File: src/axi_mem_pkg.sv
// Shared widths, AXI channel structs and response and atomic codes for the ATOP memory target.
package axi_mem_pkg;

  // Width of the AXI transaction ID.
  localparam int unsigned IdWidth = 4;
  // Word address width; one address selects one 32-bit word.
  localparam int unsigned AddrWidth = 8;
  // Data bus width in bits.
  localparam int unsigned DataWidth = 32;
  // One strobe bit per data byte.
  localparam int unsigned StrbWidth = DataWidth / 8;
  // Number of words in the storage array.
  localparam int unsigned MemDepth = 256;
  // Most write bursts that may be outstanding between the filter and the memory.
  localparam int unsigned MaxWriteTxns = 4;

  // Plain vector types for the fields that carry a meaning.
  typedef logic [IdWidth-1:0]   id_t;
  typedef logic [AddrWidth-1:0] addr_t;
  typedef logic [DataWidth-1:0] data_t;
  typedef logic [StrbWidth-1:0] strb_t;
  typedef logic [7:0]           len_t;
  typedef logic [5:0]           atop_t;
  typedef logic [1:0]           resp_t;

  // Response codes on B and R.
  localparam resp_t RespOkay   = 2'b00;
  localparam resp_t RespSlvErr = 2'b10;

  // Class of an atomic operation, taken from atop[5:4].
  localparam logic [1:0] AtopNone    = 2'b00;
  localparam logic [1:0] AtopStore   = 2'b01;
  localparam logic [1:0] AtopLoad    = 2'b10;
  localparam logic [1:0] AtopSwapCmp = 2'b11;

  // Write address channel payload.
  typedef struct packed {
    id_t   id;
    addr_t addr;
    len_t  len;
    atop_t atop;
  } aw_chan_t;

  // Write data channel payload.
  typedef struct packed {
    data_t data;
    strb_t strb;
    logic  last;
  } w_chan_t;

  // Write response channel payload.
  typedef struct packed {
    id_t   id;
    resp_t resp;
  } b_chan_t;

  // Read address channel payload.
  typedef struct packed {
    id_t   id;
    addr_t addr;
    len_t  len;
  } ar_chan_t;

  // Read data channel payload.
  typedef struct packed {
    id_t   id;
    data_t data;
    resp_t resp;
    logic  last;
  } r_chan_t;

  // Everything a manager drives on one AXI port.
  typedef struct packed {
    aw_chan_t aw;
    logic     aw_valid;
    w_chan_t  w;
    logic     w_valid;
    logic     b_ready;
    ar_chan_t ar;
    logic     ar_valid;
    logic     r_ready;
  } axi_req_t;

  // Everything a subordinate drives on one AXI port.
  typedef struct packed {
    logic     aw_ready;
    logic     w_ready;
    b_chan_t  b;
    logic     b_valid;
    logic     ar_ready;
    r_chan_t  r;
    logic     r_valid;
  } axi_rsp_t;

endpackage

File: src/mem_write_engine.sv
// Accepts one AXI write burst at a time, writes its beats into the array and answers OKAY on B.
`timescale 1ns/1ps

module mem_write_engine (
  input  logic                  clk_i,
  input  logic                  rst_ni,
  input  axi_mem_pkg::aw_chan_t aw_i,
  input  logic                  aw_valid_i,
  output logic                  aw_ready_o,
  input  axi_mem_pkg::w_chan_t  w_i,
  input  logic                  w_valid_i,
  output logic                  w_ready_o,
  output axi_mem_pkg::b_chan_t  b_o,
  output logic                  b_valid_o,
  input  logic                  b_ready_i,
  output logic                  wr_en_o,
  output axi_mem_pkg::addr_t    wr_addr_o,
  output axi_mem_pkg::data_t    wr_data_o,
  output axi_mem_pkg::strb_t    wr_strb_o
);
  import axi_mem_pkg::*;

  typedef enum logic [1:0] {
    st_idle,
    st_data,
    st_resp
  } state_t;

  state_t state_d, state_q;
  id_t    id_q;
  addr_t  addr_q;
  logic   aw_fire, w_fire;

  assign aw_ready_o = (state_q == st_idle);
  assign w_ready_o  = (state_q == st_data);
  assign aw_fire    = aw_valid_i && aw_ready_o;
  assign w_fire     = w_valid_i && w_ready_o;

  // Each accepted beat goes to the array in the cycle of its transfer.
  assign wr_en_o   = w_fire;
  assign wr_addr_o = addr_q;
  assign wr_data_o = w_i.data;
  assign wr_strb_o = w_i.strb;

  // The response is held until the manager takes it.
  assign b_valid_o = (state_q == st_resp);
  assign b_o.id    = id_q;
  assign b_o.resp  = RespOkay;

  always_comb begin
    state_d = state_q;
    unique case (state_q)
      st_idle: if (aw_fire) state_d = st_data;
      st_data: if (w_fire && w_i.last) state_d = st_resp;
      st_resp: if (b_ready_i) state_d = st_idle;
      default: state_d = st_idle;
    endcase
  end

  always_ff @(posedge clk_i or negedge rst_ni) begin
    if (!rst_ni) begin
      state_q <= st_idle;
    end else begin
      state_q <= state_d;
    end
  end

  // The address wraps at the array end, since MemDepth fills addr_t exactly.
  always_ff @(posedge clk_i) begin
    if (aw_fire) begin
      id_q   <= aw_i.id;
      addr_q <= aw_i.addr;
    end else if (w_fire) begin
      addr_q <= addr_q + addr_t'(1);
    end
  end

endmodule

File: config.mk
export PLATFORM = sky130hd
export DESIGN_NAME = mem_write_engine
export DESIGN_NICKNAME = d
export VERILOG_FILES = /design/src/axi_mem_pkg.sv /design/src/mem_write_engine.sv
export SDC_FILE = /design/constraint.sdc
export NUM_CORES = 1
export LEC_CHECK = 0
export ABC_AREA = 1
export BUFFER_PORTS_ARGS = -buffer_cell sky130_fd_sc_hd__clkbuf_2
export CELL_PAD_IN_SITES_DETAIL_PLACEMENT = 0
export CELL_PAD_IN_SITES_GLOBAL_PLACEMENT = 1
export CORE_MARGIN = 2
export CORE_UTILIZATION = 20
export DETAILED_ROUTE_END_ITERATION = 8
export PLACE_DENSITY_LB_ADDON = 0.2
export SLEW_MARGIN = 10
export SYNTH_ARGS = -nofsm -noshare
export SYNTH_HDL_FRONTEND = slang
export SYNTH_SLANG_ARGS = --single-unit
File: constraint.sdc
create_clock -name clk_i -period 1.55 [get_ports clk_i]
set_clock_uncertainty 0.15 [all_clocks]
set_input_delay 0.31 -clock clk_i [delete_from_list [all_inputs] [get_ports clk_i]]
set_output_delay 0.31 -clock clk_i [all_outputs]
set_load 0.02 [all_outputs]
Yosys cells after proc, flatten, opt, wreduce, memory -nomap -nowiden
Index checks and enable logic that the tools add are counted.
{ "totals": {"register_bits": 14, "latchBits": 0, "ram_bits": 0, "romBits": 0, "inputBits": 68, "memories": 0} }
{ "op_classes": {"add_sub_neg": 1, "multipliers": 0, "div_mod_pow": 0, "n_lt_le_gt_ge": 0, "n_eq_ne": 5, "shift": 0, "mux": 6, "bitwise_logic": 0, "n_reduce_logical": 6} }
{ "ops": {"columns": ["cell", "count"], "rows": [
  ["$mux 8", 2],
  ["$add 8x1->8 const B", 1],
  ["$mux 2", 3],
  ["$ne 2x1->1 const B", 3],
  ["$pmux 2 s3", 1],
  ["$logic_and 1x1->1", 3],
  ["$reduce_and 3->1", 1],
  ["$eq 2x1->1 const B", 1],
  ["$eq 2x2->1 const B", 1],
  ["$logic_not 2->1", 1],
  ["$reduce_bool 2->1", 1]
]} }

Logic depth before layout (Yosys ltp)
Gate-level depths: netlist of run 1.
{ "depth": {"ltp_word": 5, "ltp_mapped": 7} }

Least setup slack after synthesis of run 1
OpenSTA, ideal clock, no wires.
{ "synth_timing": {"path_kind": "flip-flop to flip-flop", "startpoint": "register state_q[1]", "endpoint": "register addr_q[0] (netlist: wr_addr_o[0]), enable pin", "t_arrival_ns": 1.083, "required_time_ns": 1.071, "setup_slack_ns": -0.012, "path_stages_with_launch": 4, "n_path_buf": 0, "path_cell_list": "dfrtp_1 nor2_2 nand2_4 nand2_1"} }
{ "synth_via": {"elab_chain_cells": 3} }
{ "synth_rtl": {"columns": ["item", "line", "source"], "rows": [
  ["from (decl)", "mem_write_engine.sv:29", "state_t state_d, state_q;"],
  ["from (signal assigned)", "mem_write_engine.sv:62", "state_q <= st_idle;"],
  ["from (signal assigned)", "mem_write_engine.sv:64", "state_q <= state_d;"],
  ["$logic_not 2->1", "mem_write_engine.sv:34", "assign aw_ready_o = (state_q == st_idle);"],
  ["via aw_ready_o", "mem_write_engine.sv:9", "output logic aw_ready_o,"],
  ["$logic_and 1x1->1", "mem_write_engine.sv:36", "assign aw_fire = aw_valid_i && aw_ready_o;"],
  ["$reduce_bool 2->1 (no line)", null, null],
  ["to (signal assigned)", "mem_write_engine.sv:72", "addr_q <= aw_i.addr;"],
  ["to (signal assigned)", "mem_write_engine.sv:74", "addr_q <= addr_q + addr_t'(1);"],
  ["to (decl)", "mem_write_engine.sv:31", "addr_t addr_q;"]
]} }
The timed path passes the listed nets, and every way through them passes these cells.
A chain may end at the register's enable or synchronous reset.

Worst setup path after layout of run 1
{ "layout_timing": {"startpoint": "register state_q[1]", "endpoint": "output wr_en_o"} }
{ "layout_via": {"elab_chain_cells": 2} }
{ "layout_rtl": {"columns": ["item", "line", "source"], "rows": [
  ["$eq 2x1->1", "mem_write_engine.sv:35", "assign w_ready_o = (state_q == st_data);"],
  ["$logic_and 1x1->1", "mem_write_engine.sv:37", "assign w_fire = w_valid_i && w_ready_o;"],
  ["to (decl)", "mem_write_engine.sv:16", "output logic wr_en_o,"]
]} }
No other way between the ends.

==> results of run 1 <==
[worst reg2reg max path: stages (launching register included)]
cell                      delay [ps]
sky130_fd_sc_hd__dfrtp_2         410
sky130_fd_sc_hd__buf_4           150
sky130_fd_sc_hd__nor2_4          120
sky130_fd_sc_hd__nand2_4         130
sky130_fd_sc_hd__nand2_2         110
sky130_fd_sc_hd__buf_12          130
[state kept, by name (all words and copies together), names as in the netlist]
register / cells
wr_addr_o: 8
state_q: 2
id_q: 4
[kinds of logic (layout without fill, tap and decap cells)]
family,after synthesis,count (layout),synth area share
buffers and inverters,45,53,0.315
and+or+nand+nor,44,44,0.198
DFF,14,14,0.408
AOI/OAI and AO/OA,6,6,0.0460
xor gates and xnor gates,2,2,0.0174
adders and majority gates,1,1,0.0124
other,1,2,0.00373
[timing repair]
action | CTS | global route
endpoints found under the hold margin | 2 | 0
resized for setup | 7 | 7
endpoints found under the setup margin | 1 | 11
pin swaps | 1 | 2
hold buffers | 1 | 0
setup buffers | 1 | 2
[layout by cell type, fill, tap and decap left out, types with 2 or more instances in the layout]
cell	count
sky130_fd_sc_hd__clkbuf_2	29
sky130_fd_sc_hd__nand3_1	7
sky130_fd_sc_hd__o21ai_2	2
sky130_fd_sc_hd__inv_1	4
sky130_fd_sc_hd__o21bai_1	2
sky130_fd_sc_hd__nor2_1	5
sky130_fd_sc_hd__xnor2_1	2
sky130_fd_sc_hd__nand2_2	4
sky130_fd_sc_hd__inv_2	2
sky130_fd_sc_hd__edfxtp_1	12
sky130_fd_sc_hd__buf_4	8
sky130_fd_sc_hd__clkbuf_8	5
sky130_fd_sc_hd__nor2_4	2
sky130_fd_sc_hd__conb_1	2
sky130_fd_sc_hd__nand2_1	23
sky130_fd_sc_hd__dfrtp_2	2
[final cells by class]
| cell class | count | area share |
|---|---|---|
| sequential | 14 | 0.358 |
| multi-input combinational | 55 | 0.256 |
| timing repair buffer | 42 | 0.239 |
| tap | 67 | 0.0727 |
| clock buffer | 4 | 0.0477 |
| inverter | 7 | 0.0271 |
[routing by layer]
layer	part of all wire	global-route usage	routed length, um
met1	0.39	0.0828	843
met4	0.046	0.0476	100
met2	0.43	0.121	935
met5	0	0	0
met3	0.14	0.0388	298
[through the flow]
stage	setup WS (ps)	instance area, um2
global route	-66.2	1150
global placement	107	1030
CTS	-3.99	1120
floorplan	15.0	1010
detailed placement	112	1030
finish	1.65	1150
[power groups by stage]
stage / logic [W] / registers [W] / clock network (W)
floorplan: 0.000660 / 0.000949 / 0
global placement: 0.00115 / 0.000780 / 0
detailed placement: 0.00115 / 0.000783 / 0
CTS: 0.00124 / 0.000764 / 0.000373
global route: 0.00141 / 0.000784 / 0.000390
finish: 0.00128 / 0.000757 / 0.000361
[path summary, 6_finish.rpt]
kind                                  from           end  slack (ps)  depth (start not counted)
worst min register to register  state_q[0]    state_q[1]         450                          2
worst max-delay path            state_q[1]       wr_en_o           2                          4
min in group asynchronous           rst_ni    state_q[0]         230                          2
max in group asynchronous           rst_ni    state_q[1]         920                          2
worst max register to register  state_q[0]  wr_addr_o[0]          80                          5
worst min-delay path             b_ready_i    state_q[1]          90                          2
==> insert_results.sql, run 1 <==
INSERT INTO impl_metrics (metric_group, metric, value, unit) VALUES
('timing', 'final-max-slew-violation-count', '0', ''),
('timing', 'fin_crit', '1550', 'ps'),
('place', 'placed_instances', '181', ''),
('power_and_ir_drop', 'power.sequential.fraction', '0.316', ''),
('power_and_ir_drop', 'finalPower', '0.00240', 'W'),
('floorplan', 'row_count', '25', ''),
('clocking', 'clock_sink_count', '14', ''),
('setup_path', 'cp_max_fo', '3', ''),
('synth', 'syn-cell-area', '1010', 'um2'),
('floorplan', 'chipHeight', '74.9', 'um'),
('synth', 'netlist.top_cell.by_area', 'sky130_fd_sc_hd__edfxtp_1', ''),
('setup_path', 'crit_required', '1090', 'ps'),
('timing', 'unrepaired_setup_endpoints_after_global_routing', 'yes', ''),
('routing', 'via_count', '723', ''),
('setup_path', 'cp.buffers_inverters', '2', ''),
('layout', 'multiInputGateArea', '295', 'um2'),
('floorplan', 'initial_utilization', '0.210', ''),
('global_routing', 'global_route.usage.total', '0.0771', ''),
('synth', 'synthArstFlopShare', '0.143', ''),
('routing', 'number_of_detailed_routing_iterations_run_before_antenna_repair', '4', ''),
('layout', 'finish.cell_count_without_fillers', '189', ''),
('setup_path', 'path_cells', 'nor2_4 -> nand2_2 -> inv_2 -> buf_8', ''),
('setup_path', 'crit_path_end_kind', 'output pin', ''),
('routing', 'ant_nets_after_route', '0', ''),
('outcome', 'outcome', 'finished clean', ''),
('routing', 'via_per_inst', '3.83', ''),
('place', 'gpl.final_weighted_congestion', '0.707', ''),
('power_and_ir_drop', 'p_leak', '0.527', 'nW'),
('place', 'place.port_buffers', '33', ''),
('synth', 'postSynthRegisterBits', '14', ''),
('setup_path', 'worst-endpoint-arrival', '1090', 'ps'),
('synth', 'number_of_synthesized_flops_with_an_enable_pin', '12', ''),
('power_and_ir_drop', 'cellInternalPower', '0.00141', 'W'),
('setup_path', 'worst_setup_path_start_kind', 'flop', ''),
('timing', 'fin_crit_sh', '0.999', ''),
('global_routing', 'first_global_vias', '700', ''),
('layout', 'fin_util', '0.241', ''),
('routing', 'wl_per_cell', '11.5', 'um'),
('clocking', 'path_clk_slew', '60', 'ps'),
('hold_path', 'worstHoldPathType', 'input pin to flop', ''),
('synth', 'postSynthAreaPerCell', '8.90', 'um2'),
('layout', 'fill_cells', '531', ''),
('power_and_ir_drop', 'power_per_cell_area', '2080', 'nW/um2'),
('synth', 'synth_cells', '113', ''),
('flow_run', 'max_cap_violations', '0', ''),
('global_routing', 'largest_net_degree_at_the_start_of_global_routing', '14', ''),
('clocking', 'number_of_h_tree_levels', '1', ''),
('floorplan', 'design.portCount', '122', ''),
('synth', 'synth.lib_cells_used.distinct', '21', ''),
('routing', 'route.final.wire_length', '2180', 'um'),
('clocking', 'cts_max_path_buffers', '2', ''),
('floorplan', 'fp.dieArea', '5610', 'um2'),
('timing', 'hold_slack', '89.5', 'ps'),
('layout', 'area.sequential', '413', 'um2'),
('power_and_ir_drop', 'p_comb_frac', '0.533', ''),
('synth', 'synth_top_cell_area_share', '0.358', ''),
('synth', 'yosys.cell_count.top_type', 'sky130_fd_sc_hd__buf_4', ''),
('layout', 'antenna_cells', '0', ''),
('layout', 'drive_above_1_share', '0.492', ''),
('timing', 'fin_setup_tns', '0', 'ps'),
('place', 'hpwl', '1740', 'um'),
('timing', 'finalHoldViolCount', '0', ''),
('global_routing', 'globalRoute.totalOverflow', '0', ''),
('clocking', 'clk_root_buffer_cell', 'sky130_fd_sc_hd__clkbuf_8', ''),
('power_and_ir_drop', 'peakVddDrop', '0.717', 'mV'),
('clocking', 'clkLatencyLatePin', '250', 'ps'),
('power_and_ir_drop', 'power.switching', '0.000984', 'W'),
('floorplan', 'die_w', '74.9', 'um'),
('power_and_ir_drop', 'clock_power_share', '0.151', ''),
('global_routing', 'grt_first_pass_wirelength', '3240', 'um'),
('synth', 'seq_area_frac_synth', '0.408', '');
No activity file was read; power rests on OpenSTA's default activity.
==> run 2: changes to the inputs <==
--- a/constraint.sdc
+++ b/constraint.sdc
@@ -4,2 +4,2 @@
 set_output_delay 0.31 -clock clk_i [all_outputs]
-set_load 0.02 [all_outputs]
+set_load 0.01 [all_outputs]
==> run 2 against run 1 <==
Core utilization shrank 0.16 points. Non-clock buffer count grew 1. Clock-buffer cell count unchanged. Largest cell class unchanged. Highest routed layer unchanged.
==> insert_results.sql, run 2 (same netlist as run 1, synthesis figures left out) <==
INSERT INTO impl_metrics (metric_group, metric, value, unit) VALUES
('outcome', 'outcome', 'finished clean', ''),
('power_and_ir_drop', 'p_leak', '0.530', 'nW'),
('global_routing', 'number_of_antenna_violations_at_the_first_check_in_global_routing', '0', ''),
('clocking', 'path_clk_slew', '60', 'ps'),
('clocking', 'number_of_h_tree_levels', '1', ''),
('floorplan', 'core-area', '4790', 'um2'),
('global_routing', 'first_global_vias', '672', ''),
('setup_path', 'cp_max_fo', '3', ''),
('hold_path', 'worstHoldPathType', 'input pin to flop', ''),
('floorplan', 'chipHeight', '74.9', 'um'),
('layout', 'final_net_count', '193', ''),
('floorplan', 'row_count', '25', ''),
('place', 'dpl_worst_slack', '131', 'ps'),
('setup_path', 'crit_required', '1090', 'ps'),
('layout', 'largest_register_ffs', '8', ''),
('clocking', 'clk_root_buffer_cell', 'sky130_fd_sc_hd__clkbuf_8', ''),
('setup_path', 'ff2ff_path_depth', '5', ''),
('setup_path', 'worst_setup_path_start_kind', 'flop', ''),
('routing', 'drc', '0', ''),
('floorplan', 'initial_utilization', '0.210', ''),
('setup_path', 'crit_path_end_kind', 'output pin', ''),
('global_routing', 'grt_first_pass_wirelength', '3370', 'um'),
('setup_path', 'critical_path.startpoint', 'state_q[1]', ''),
('setup_path', 'reg2reg_to', 'wr_addr_o[1]', ''),
('timing', 'finalHoldViolCount', '0', ''),
('floorplan', 'die_w', '74.9', 'um'),
('routing', 'ant_nets_after_route', '0', ''),
('layout', 'final_common_cell', 'sky130_fd_sc_hd__clkbuf_2', ''),
('timing', 'highest_clock_rate', '0.648', 'GHz'),
('timing', 'report.final.setup_viol', '0', ''),
('layout', 'layout.cells.most_common_list', '30 x sky130_fd_sc_hd__clkbuf_2, 24 x sky130_fd_sc_hd__nand2_1, 12 x sky130_fd_sc_hd__edfxtp_1, 8 x sky130_fd_sc_hd__buf_4, 7 x sky130_fd_sc_hd__nand3_1', ''),
('timing', 'unrepaired_setup_endpoints_after_global_routing', 'yes', ''),
('global_routing', 'largest_net_degree_at_the_start_of_global_routing', '14', ''),
('timing', 'fin_crit_sh', '0.996', ''),
('place', 'gpl.final_weighted_congestion', '0.728', ''),
('flow_run', 'max_cap_violations', '0', ''),
('global_routing', 'global_route.usage.total', '0.0805', ''),
('layout', 'fill_cells', '541', ''),
('clocking', 'cts_max_path_buffers', '2', ''),
('floorplan', 'fp.dieArea', '5610', 'um2'),
('timing', 'final-max-slew-violation-count', '0', ''),
('clocking', 'clkLatencyLatePin', '240', 'ps'),
('routing', 'route.final.wire_length', '2260', 'um'),
('routing', 'drtIter0Drc', '29', ''),
('setup_path', 'worst-endpoint-arrival', '1080', 'ps'),
('setup_path', 'critical_path_class', 'flop to output pin', ''),
('hold_path', 'worst_hold_path.num_cells', '2', ''),
('clocking', 'cts_tree', 'built', ''),
('clocking', 'clock_sink_count', '14', ''),
('layout', 'drive_above_1_share', '0.472', ''),
('setup_path', 'worst_r2r_startpoint', 'state_q[1]', ''),
('layout', 'finalInstanceArea', '1150', 'um2'),
('routing', 'via_count', '720', ''),
('clocking', 'cts-buffers-inserted', '3', ''),
('power_and_ir_drop', 'peakVddDrop', '0.598', 'mV'),
('global_routing', 'globalRoute.totalOverflow', '0', ''),
('timing', 'hold_slack', '82.7', 'ps'),
('routing', 'wl_per_cell', '11.9', 'um'),
('hold_path', 'hold_path.startpoint', 'b_ready_i', ''),
('hold_path', 'hold-path-endpoint', 'state_q[1]', ''),
('place', 'dpl_cell_area', '1020', 'um2'),
('place', 'place.port_buffers', '33', ''),
('setup_path', 'r2r_setup_slack', '100', 'ps'),
('timing', 'fin_crit', '1540', 'ps'),
('layout', 'antenna_cells', '0', ''),
('floorplan', 'design.portCount', '122', ''),
('layout', 'area_growth', '13.9', '%'),
('layout', 'fin_util', '0.239', ''),
('routing', 'via_per_inst', '3.79', ''),
('routing', 'number_of_detailed_routing_iterations_run_before_antenna_repair', '4', ''),
('place', 'hpwl', '1760', 'um'),
('power_and_ir_drop', 'power_per_cell_area', '1970', 'nW/um2'),
('timing', 'final.setup.worst_slack', '6.20', 'ps');
run 2: changes by cell type in the layout (fill, tap and decap cells not counted), sizes merged:
cell	previous run	this run
buf	11	12
run 2: final cells by class:
cell class / count / area [um2] / area share
Clock buffer: 4 / 55.1 / 0.0480
Inverter: 7 / 31.3 / 0.0273
Multi-Input combinational cell: 55 / 290 / 0.253
Sequential cell: 14 / 412 / 0.359
Tap cell: 67 / 83.8 / 0.0731
Timing Repair Buffer: 43 / 274 / 0.239
run 2: worst max-delay path: stages, from the launching register on:
cell and delay, ps:
sky130_fd_sc_hd__dfrtp_2 450, sky130_fd_sc_hd__nor2_4 140, sky130_fd_sc_hd__nand2_2 70, sky130_fd_sc_hd__inv_2 70, sky130_fd_sc_hd__buf_6 100
run 2: how the worst max path moves through the flow:
stage	endpoint	cells past startpoint
after floorplan	wr_addr_o[0]	3
after global placement	wr_addr_o[4]	5
after detailed placement	wr_addr_o[5]	5
after CTS	aw_ready_o	3
after global routing	wr_en_o	4
final	wr_en_o	4
run 2: report_power, final:
part           switching [W]  internal [W]  total (W)
clock network       0.000141      0.000225   0.000366
registers           0.000137      0.000639   0.000776
logic               0.000580      0.000535    0.00112
total               0.000859       0.00140    0.00226
run 2: what timing repair did:
action	in CTS	in global routing
gates resized for setup	1	8
hold endpoints to repair	2	0
pin swaps	1	2
setup buffers	2	2
hold buffers	1	0
setup endpoints to repair	1	6
run 2: per-stage QoR:
stage          std cells  total power [W]  TNS (ps)
6_report             190          0.00226         0
5_1_grt              190          0.00246     -65.7
4_1_cts              188          0.00221     -37.5
3_5_place_dp         181          0.00179         0
3_3_place_gp         181          0.00178         0
2_1_floorplan        114          0.00143         0
run 2: layer usage:
layer	wire, um	GRT usage
met1	865	0.0944
met2	1050	0.122
met3	308	0.0415
met4	31	0.0377
met5	0	0
==> run 3: changes to the inputs <==
- CAP_MARGIN: unset -> 0
- CORE_UTILIZATION: 20 -> 21
- CTS_BUF_LIST: unset -> sky130_fd_sc_hd__clkbuf_2
==> run 3 against run 2 <==
The flow now finishes with violations (negative setup slack). Clock power fell by 49%. Power fell by 8.2%. Routed wire length fell by 6.5%. Register-to-register slack got worse by 30 ps. First-iteration DRC count fell by 14%. Final cell count fell by 5.8%. Worst hold slack got worse by 39 ps. Worst setup slack got worse by 33 ps. Sequential cell count did not move. Via count rose by 0.97%.
==> insert_results.sql, run 3 (same netlist as run 1, synthesis figures left out) <==
INSERT INTO impl_metrics (metric_group, metric, value, unit) VALUES
('outcome', 'outcome', 'complete, but fails checks', ''),
('outcome', 'failed_checks', 'negative setup slack', ''),
('layout', 'final_net_count', '195', ''),
('floorplan', 'initial_utilization', '0.216', ''),
('floorplan', 'design.portCount', '122', ''),
('routing', 'number_of_detailed_routing_iterations_run_before_antenna_repair', '4', ''),
('routing', 'route.final.wire_length', '2110', 'um'),
('timing', 'report.final.setup_viol', '3', ''),
('place', 'place.port_buffers', '33', ''),
('global_routing', 'first_global_vias', '699', ''),
('floorplan', 'row_count', '25', ''),
('setup_path', 'ff2ff_path_depth', '4', ''),
('setup_path', 'critical_path_class', 'flop to output pin', ''),
('timing', 'fin_crit_sh', '1.02', ''),
('layout', 'fill_cells', '510', ''),
('power_and_ir_drop', 'p_leak', '0.524', 'nW'),
('setup_path', 'crit_path_end_kind', 'output pin', ''),
('routing', 'drtIter0Drc', '25', ''),
('timing', 'hold_slack', '44.0', 'ps'),
('routing', 'wl_per_cell', '11.8', 'um'),
('place', 'hpwl', '1620', 'um'),
('floorplan', 'die_w', '73.2', 'um'),
('routing', 'ant_nets_after_route', '0', ''),
('clocking', 'clkLatencyLatePin', '280', 'ps'),
('global_routing', 'largest_net_degree_at_the_start_of_global_routing', '14', ''),
('timing', 'finalHoldViolCount', '0', ''),
('hold_path', 'worst_hold_path.num_cells', '1', ''),
('layout', 'area_growth', '9.45', '%'),
('floorplan', 'core-area', '4660', 'um2'),
('clocking', 'cts-buffers-inserted', '3', ''),
('setup_path', 'crit_required', '1090', 'ps'),
('routing', 'via_per_inst', '4.06', ''),
('place', 'gpl.final_weighted_congestion', '0.751', ''),
('setup_path', 'reg2reg_to', 'wr_addr_o[4]', ''),
('power_and_ir_drop', 'power_per_cell_area', '1880', 'nW/um2'),
('clocking', 'clk_root_buffer_cell', 'sky130_fd_sc_hd__clkbuf_2', ''),
('timing', 'highest_clock_rate', '0.634', 'GHz'),
('timing', 'unrepaired_setup_endpoints_after_global_routing', 'yes', ''),
('timing', 'fin_crit', '1580', 'ps'),
('clocking', 'number_of_h_tree_levels', '1', ''),
('layout', 'antenna_cells', '0', ''),
('floorplan', 'chipHeight', '73.2', 'um'),
('setup_path', 'worst-endpoint-arrival', '1120', 'ps'),
('hold_path', 'worstHoldPathType', 'input pin to flop', ''),
('timing', 'final.setup.worst_slack', '-27.0', 'ps'),
('floorplan', 'fp.dieArea', '5360', 'um2'),
('clocking', 'cts_tree', 'built', ''),
('clocking', 'path_clk_slew', '160', 'ps'),
('clocking', 'cts_max_path_buffers', '2', ''),
('clocking', 'clock_sink_count', '14', ''),
('global_routing', 'number_of_antenna_violations_at_the_first_check_in_global_routing', '0', ''),
('global_routing', 'grt_first_pass_wirelength', '3200', 'um'),
('global_routing', 'globalRoute.totalOverflow', '0', ''),
('layout', 'largest_register_ffs', '8', ''),
('power_and_ir_drop', 'peakVddDrop', '0.374', 'mV'),
('routing', 'drc', '0', ''),
('hold_path', 'hold-path-endpoint', 'id_q[3]', ''),
('global_routing', 'global_route.usage.total', '0.0784', ''),
('setup_path', 'r2r_setup_slack', '70', 'ps'),
('setup_path', 'worst_r2r_startpoint', 'state_q[1]', ''),
('layout', 'final_common_cell', 'sky130_fd_sc_hd__clkbuf_2', ''),
('setup_path', 'cp_max_fo', '3', ''),
('place', 'dpl_cell_area', '992', 'um2'),
('routing', 'via_count', '727', ''),
('hold_path', 'hold_path.startpoint', 'aw_i[25]', ''),
('layout', 'drive_above_1_share', '0.464', ''),
('layout', 'layout.cells.most_common_list', '33 x sky130_fd_sc_hd__clkbuf_2, 24 x sky130_fd_sc_hd__nand2_1, 12 x sky130_fd_sc_hd__edfxtp_1, 9 x sky130_fd_sc_hd__buf_4, 7 x sky130_fd_sc_hd__nand3_1', ''),
('flow_run', 'max_cap_violations', '0', ''),
('setup_path', 'worst_setup_path_start_kind', 'flop', ''),
('timing', 'final-max-slew-violation-count', '0', ''),
('layout', 'finalInstanceArea', '1100', 'um2');
==> run 3: changes by cell type in the layout (fill, tap and decap cells not counted), sizes merged <==
cell	before	now
buf	12	13
clkbuf	34	33
clkinv	1	2
dlygate4sd3	1	2
==> run 3: cell type report <==
type / instances / area (um2) / share of cell area
multi-input combinational: 55 / 288 / 0.261
sequential: 14 / 410 / 0.373
tap: 54 / 67.6 / 0.0614
timing repair buffer: 45 / 285 / 0.259
clock inverter: 1 / 3.75 / 0.00341
clock buffer: 3 / 15.0 / 0.0136
inverter: 7 / 31.3 / 0.0284
==> run 3: worst max path at each step <==
stage,from,end
after global routing,state_q[1],wr_en_o
final,state_q[1],wr_en_o
after floorplan,state_q[1],wr_addr_o[0]
after global placement,state_q[1],wr_addr_o[4]
after CTS,state_q[0],wr_en_o
after detailed placement,state_q[1],wr_addr_o[4]
==> run 3: worst max-delay path, stage by stage (launching register included) <==
cell and delay (ps):
sky130_fd_sc_hd__dfrtp_1 460, sky130_fd_sc_hd__nor2_4 150, sky130_fd_sc_hd__nand2_2 70, sky130_fd_sc_hd__inv_2 60, sky130_fd_sc_hd__buf_6 90
==> run 3: metal layers <==
| metal | vias up | GRT usage | part of all wire |
|---|---|---|---|
| li1 | 348 | - | - |
| met1 | 347 | 0.0886 | 0.39 |
| met2 | 28 | 0.137 | 0.52 |
| met3 | 4 | 0.0235 | 0.085 |
| met4 | 0 | 0.0309 | 0.0057 |
| met5 | - | 0 | 0 |
==> run 3: timing repair <==
item | 4_1_cts | 5_1_grt
hold buffers | 2 | 0
endpoints found under the hold margin | 3 | 0
setup endpoints to repair | 2 | 9
setup buffers | 3 | 4
resized for setup | 1 | 6
pin swaps | 2 | 2
==> run 3: per-stage QoR <==
stage	TNS [ps]	power [W]	worst slack, ps	std cells	util
after floorplan	0	0.00143	87.4	114	-
after global placement	0	0.00174	85.5	166	0.213
after detailed placement	0	0.00176	69.6	166	0.213
after CTS	-175	0.00201	-88.5	175	0.227
after global routing	-442	0.00225	-130	179	0.236
final	-40.9	0.00207	-27.0	179	0.236
==> run 3: power by group <==
part,internal [W],switching (W)
registers,0.000636,0.000144
clock network,0.0000561,0.000131
logic,0.000530,0.000575
total,0.00122,0.000850
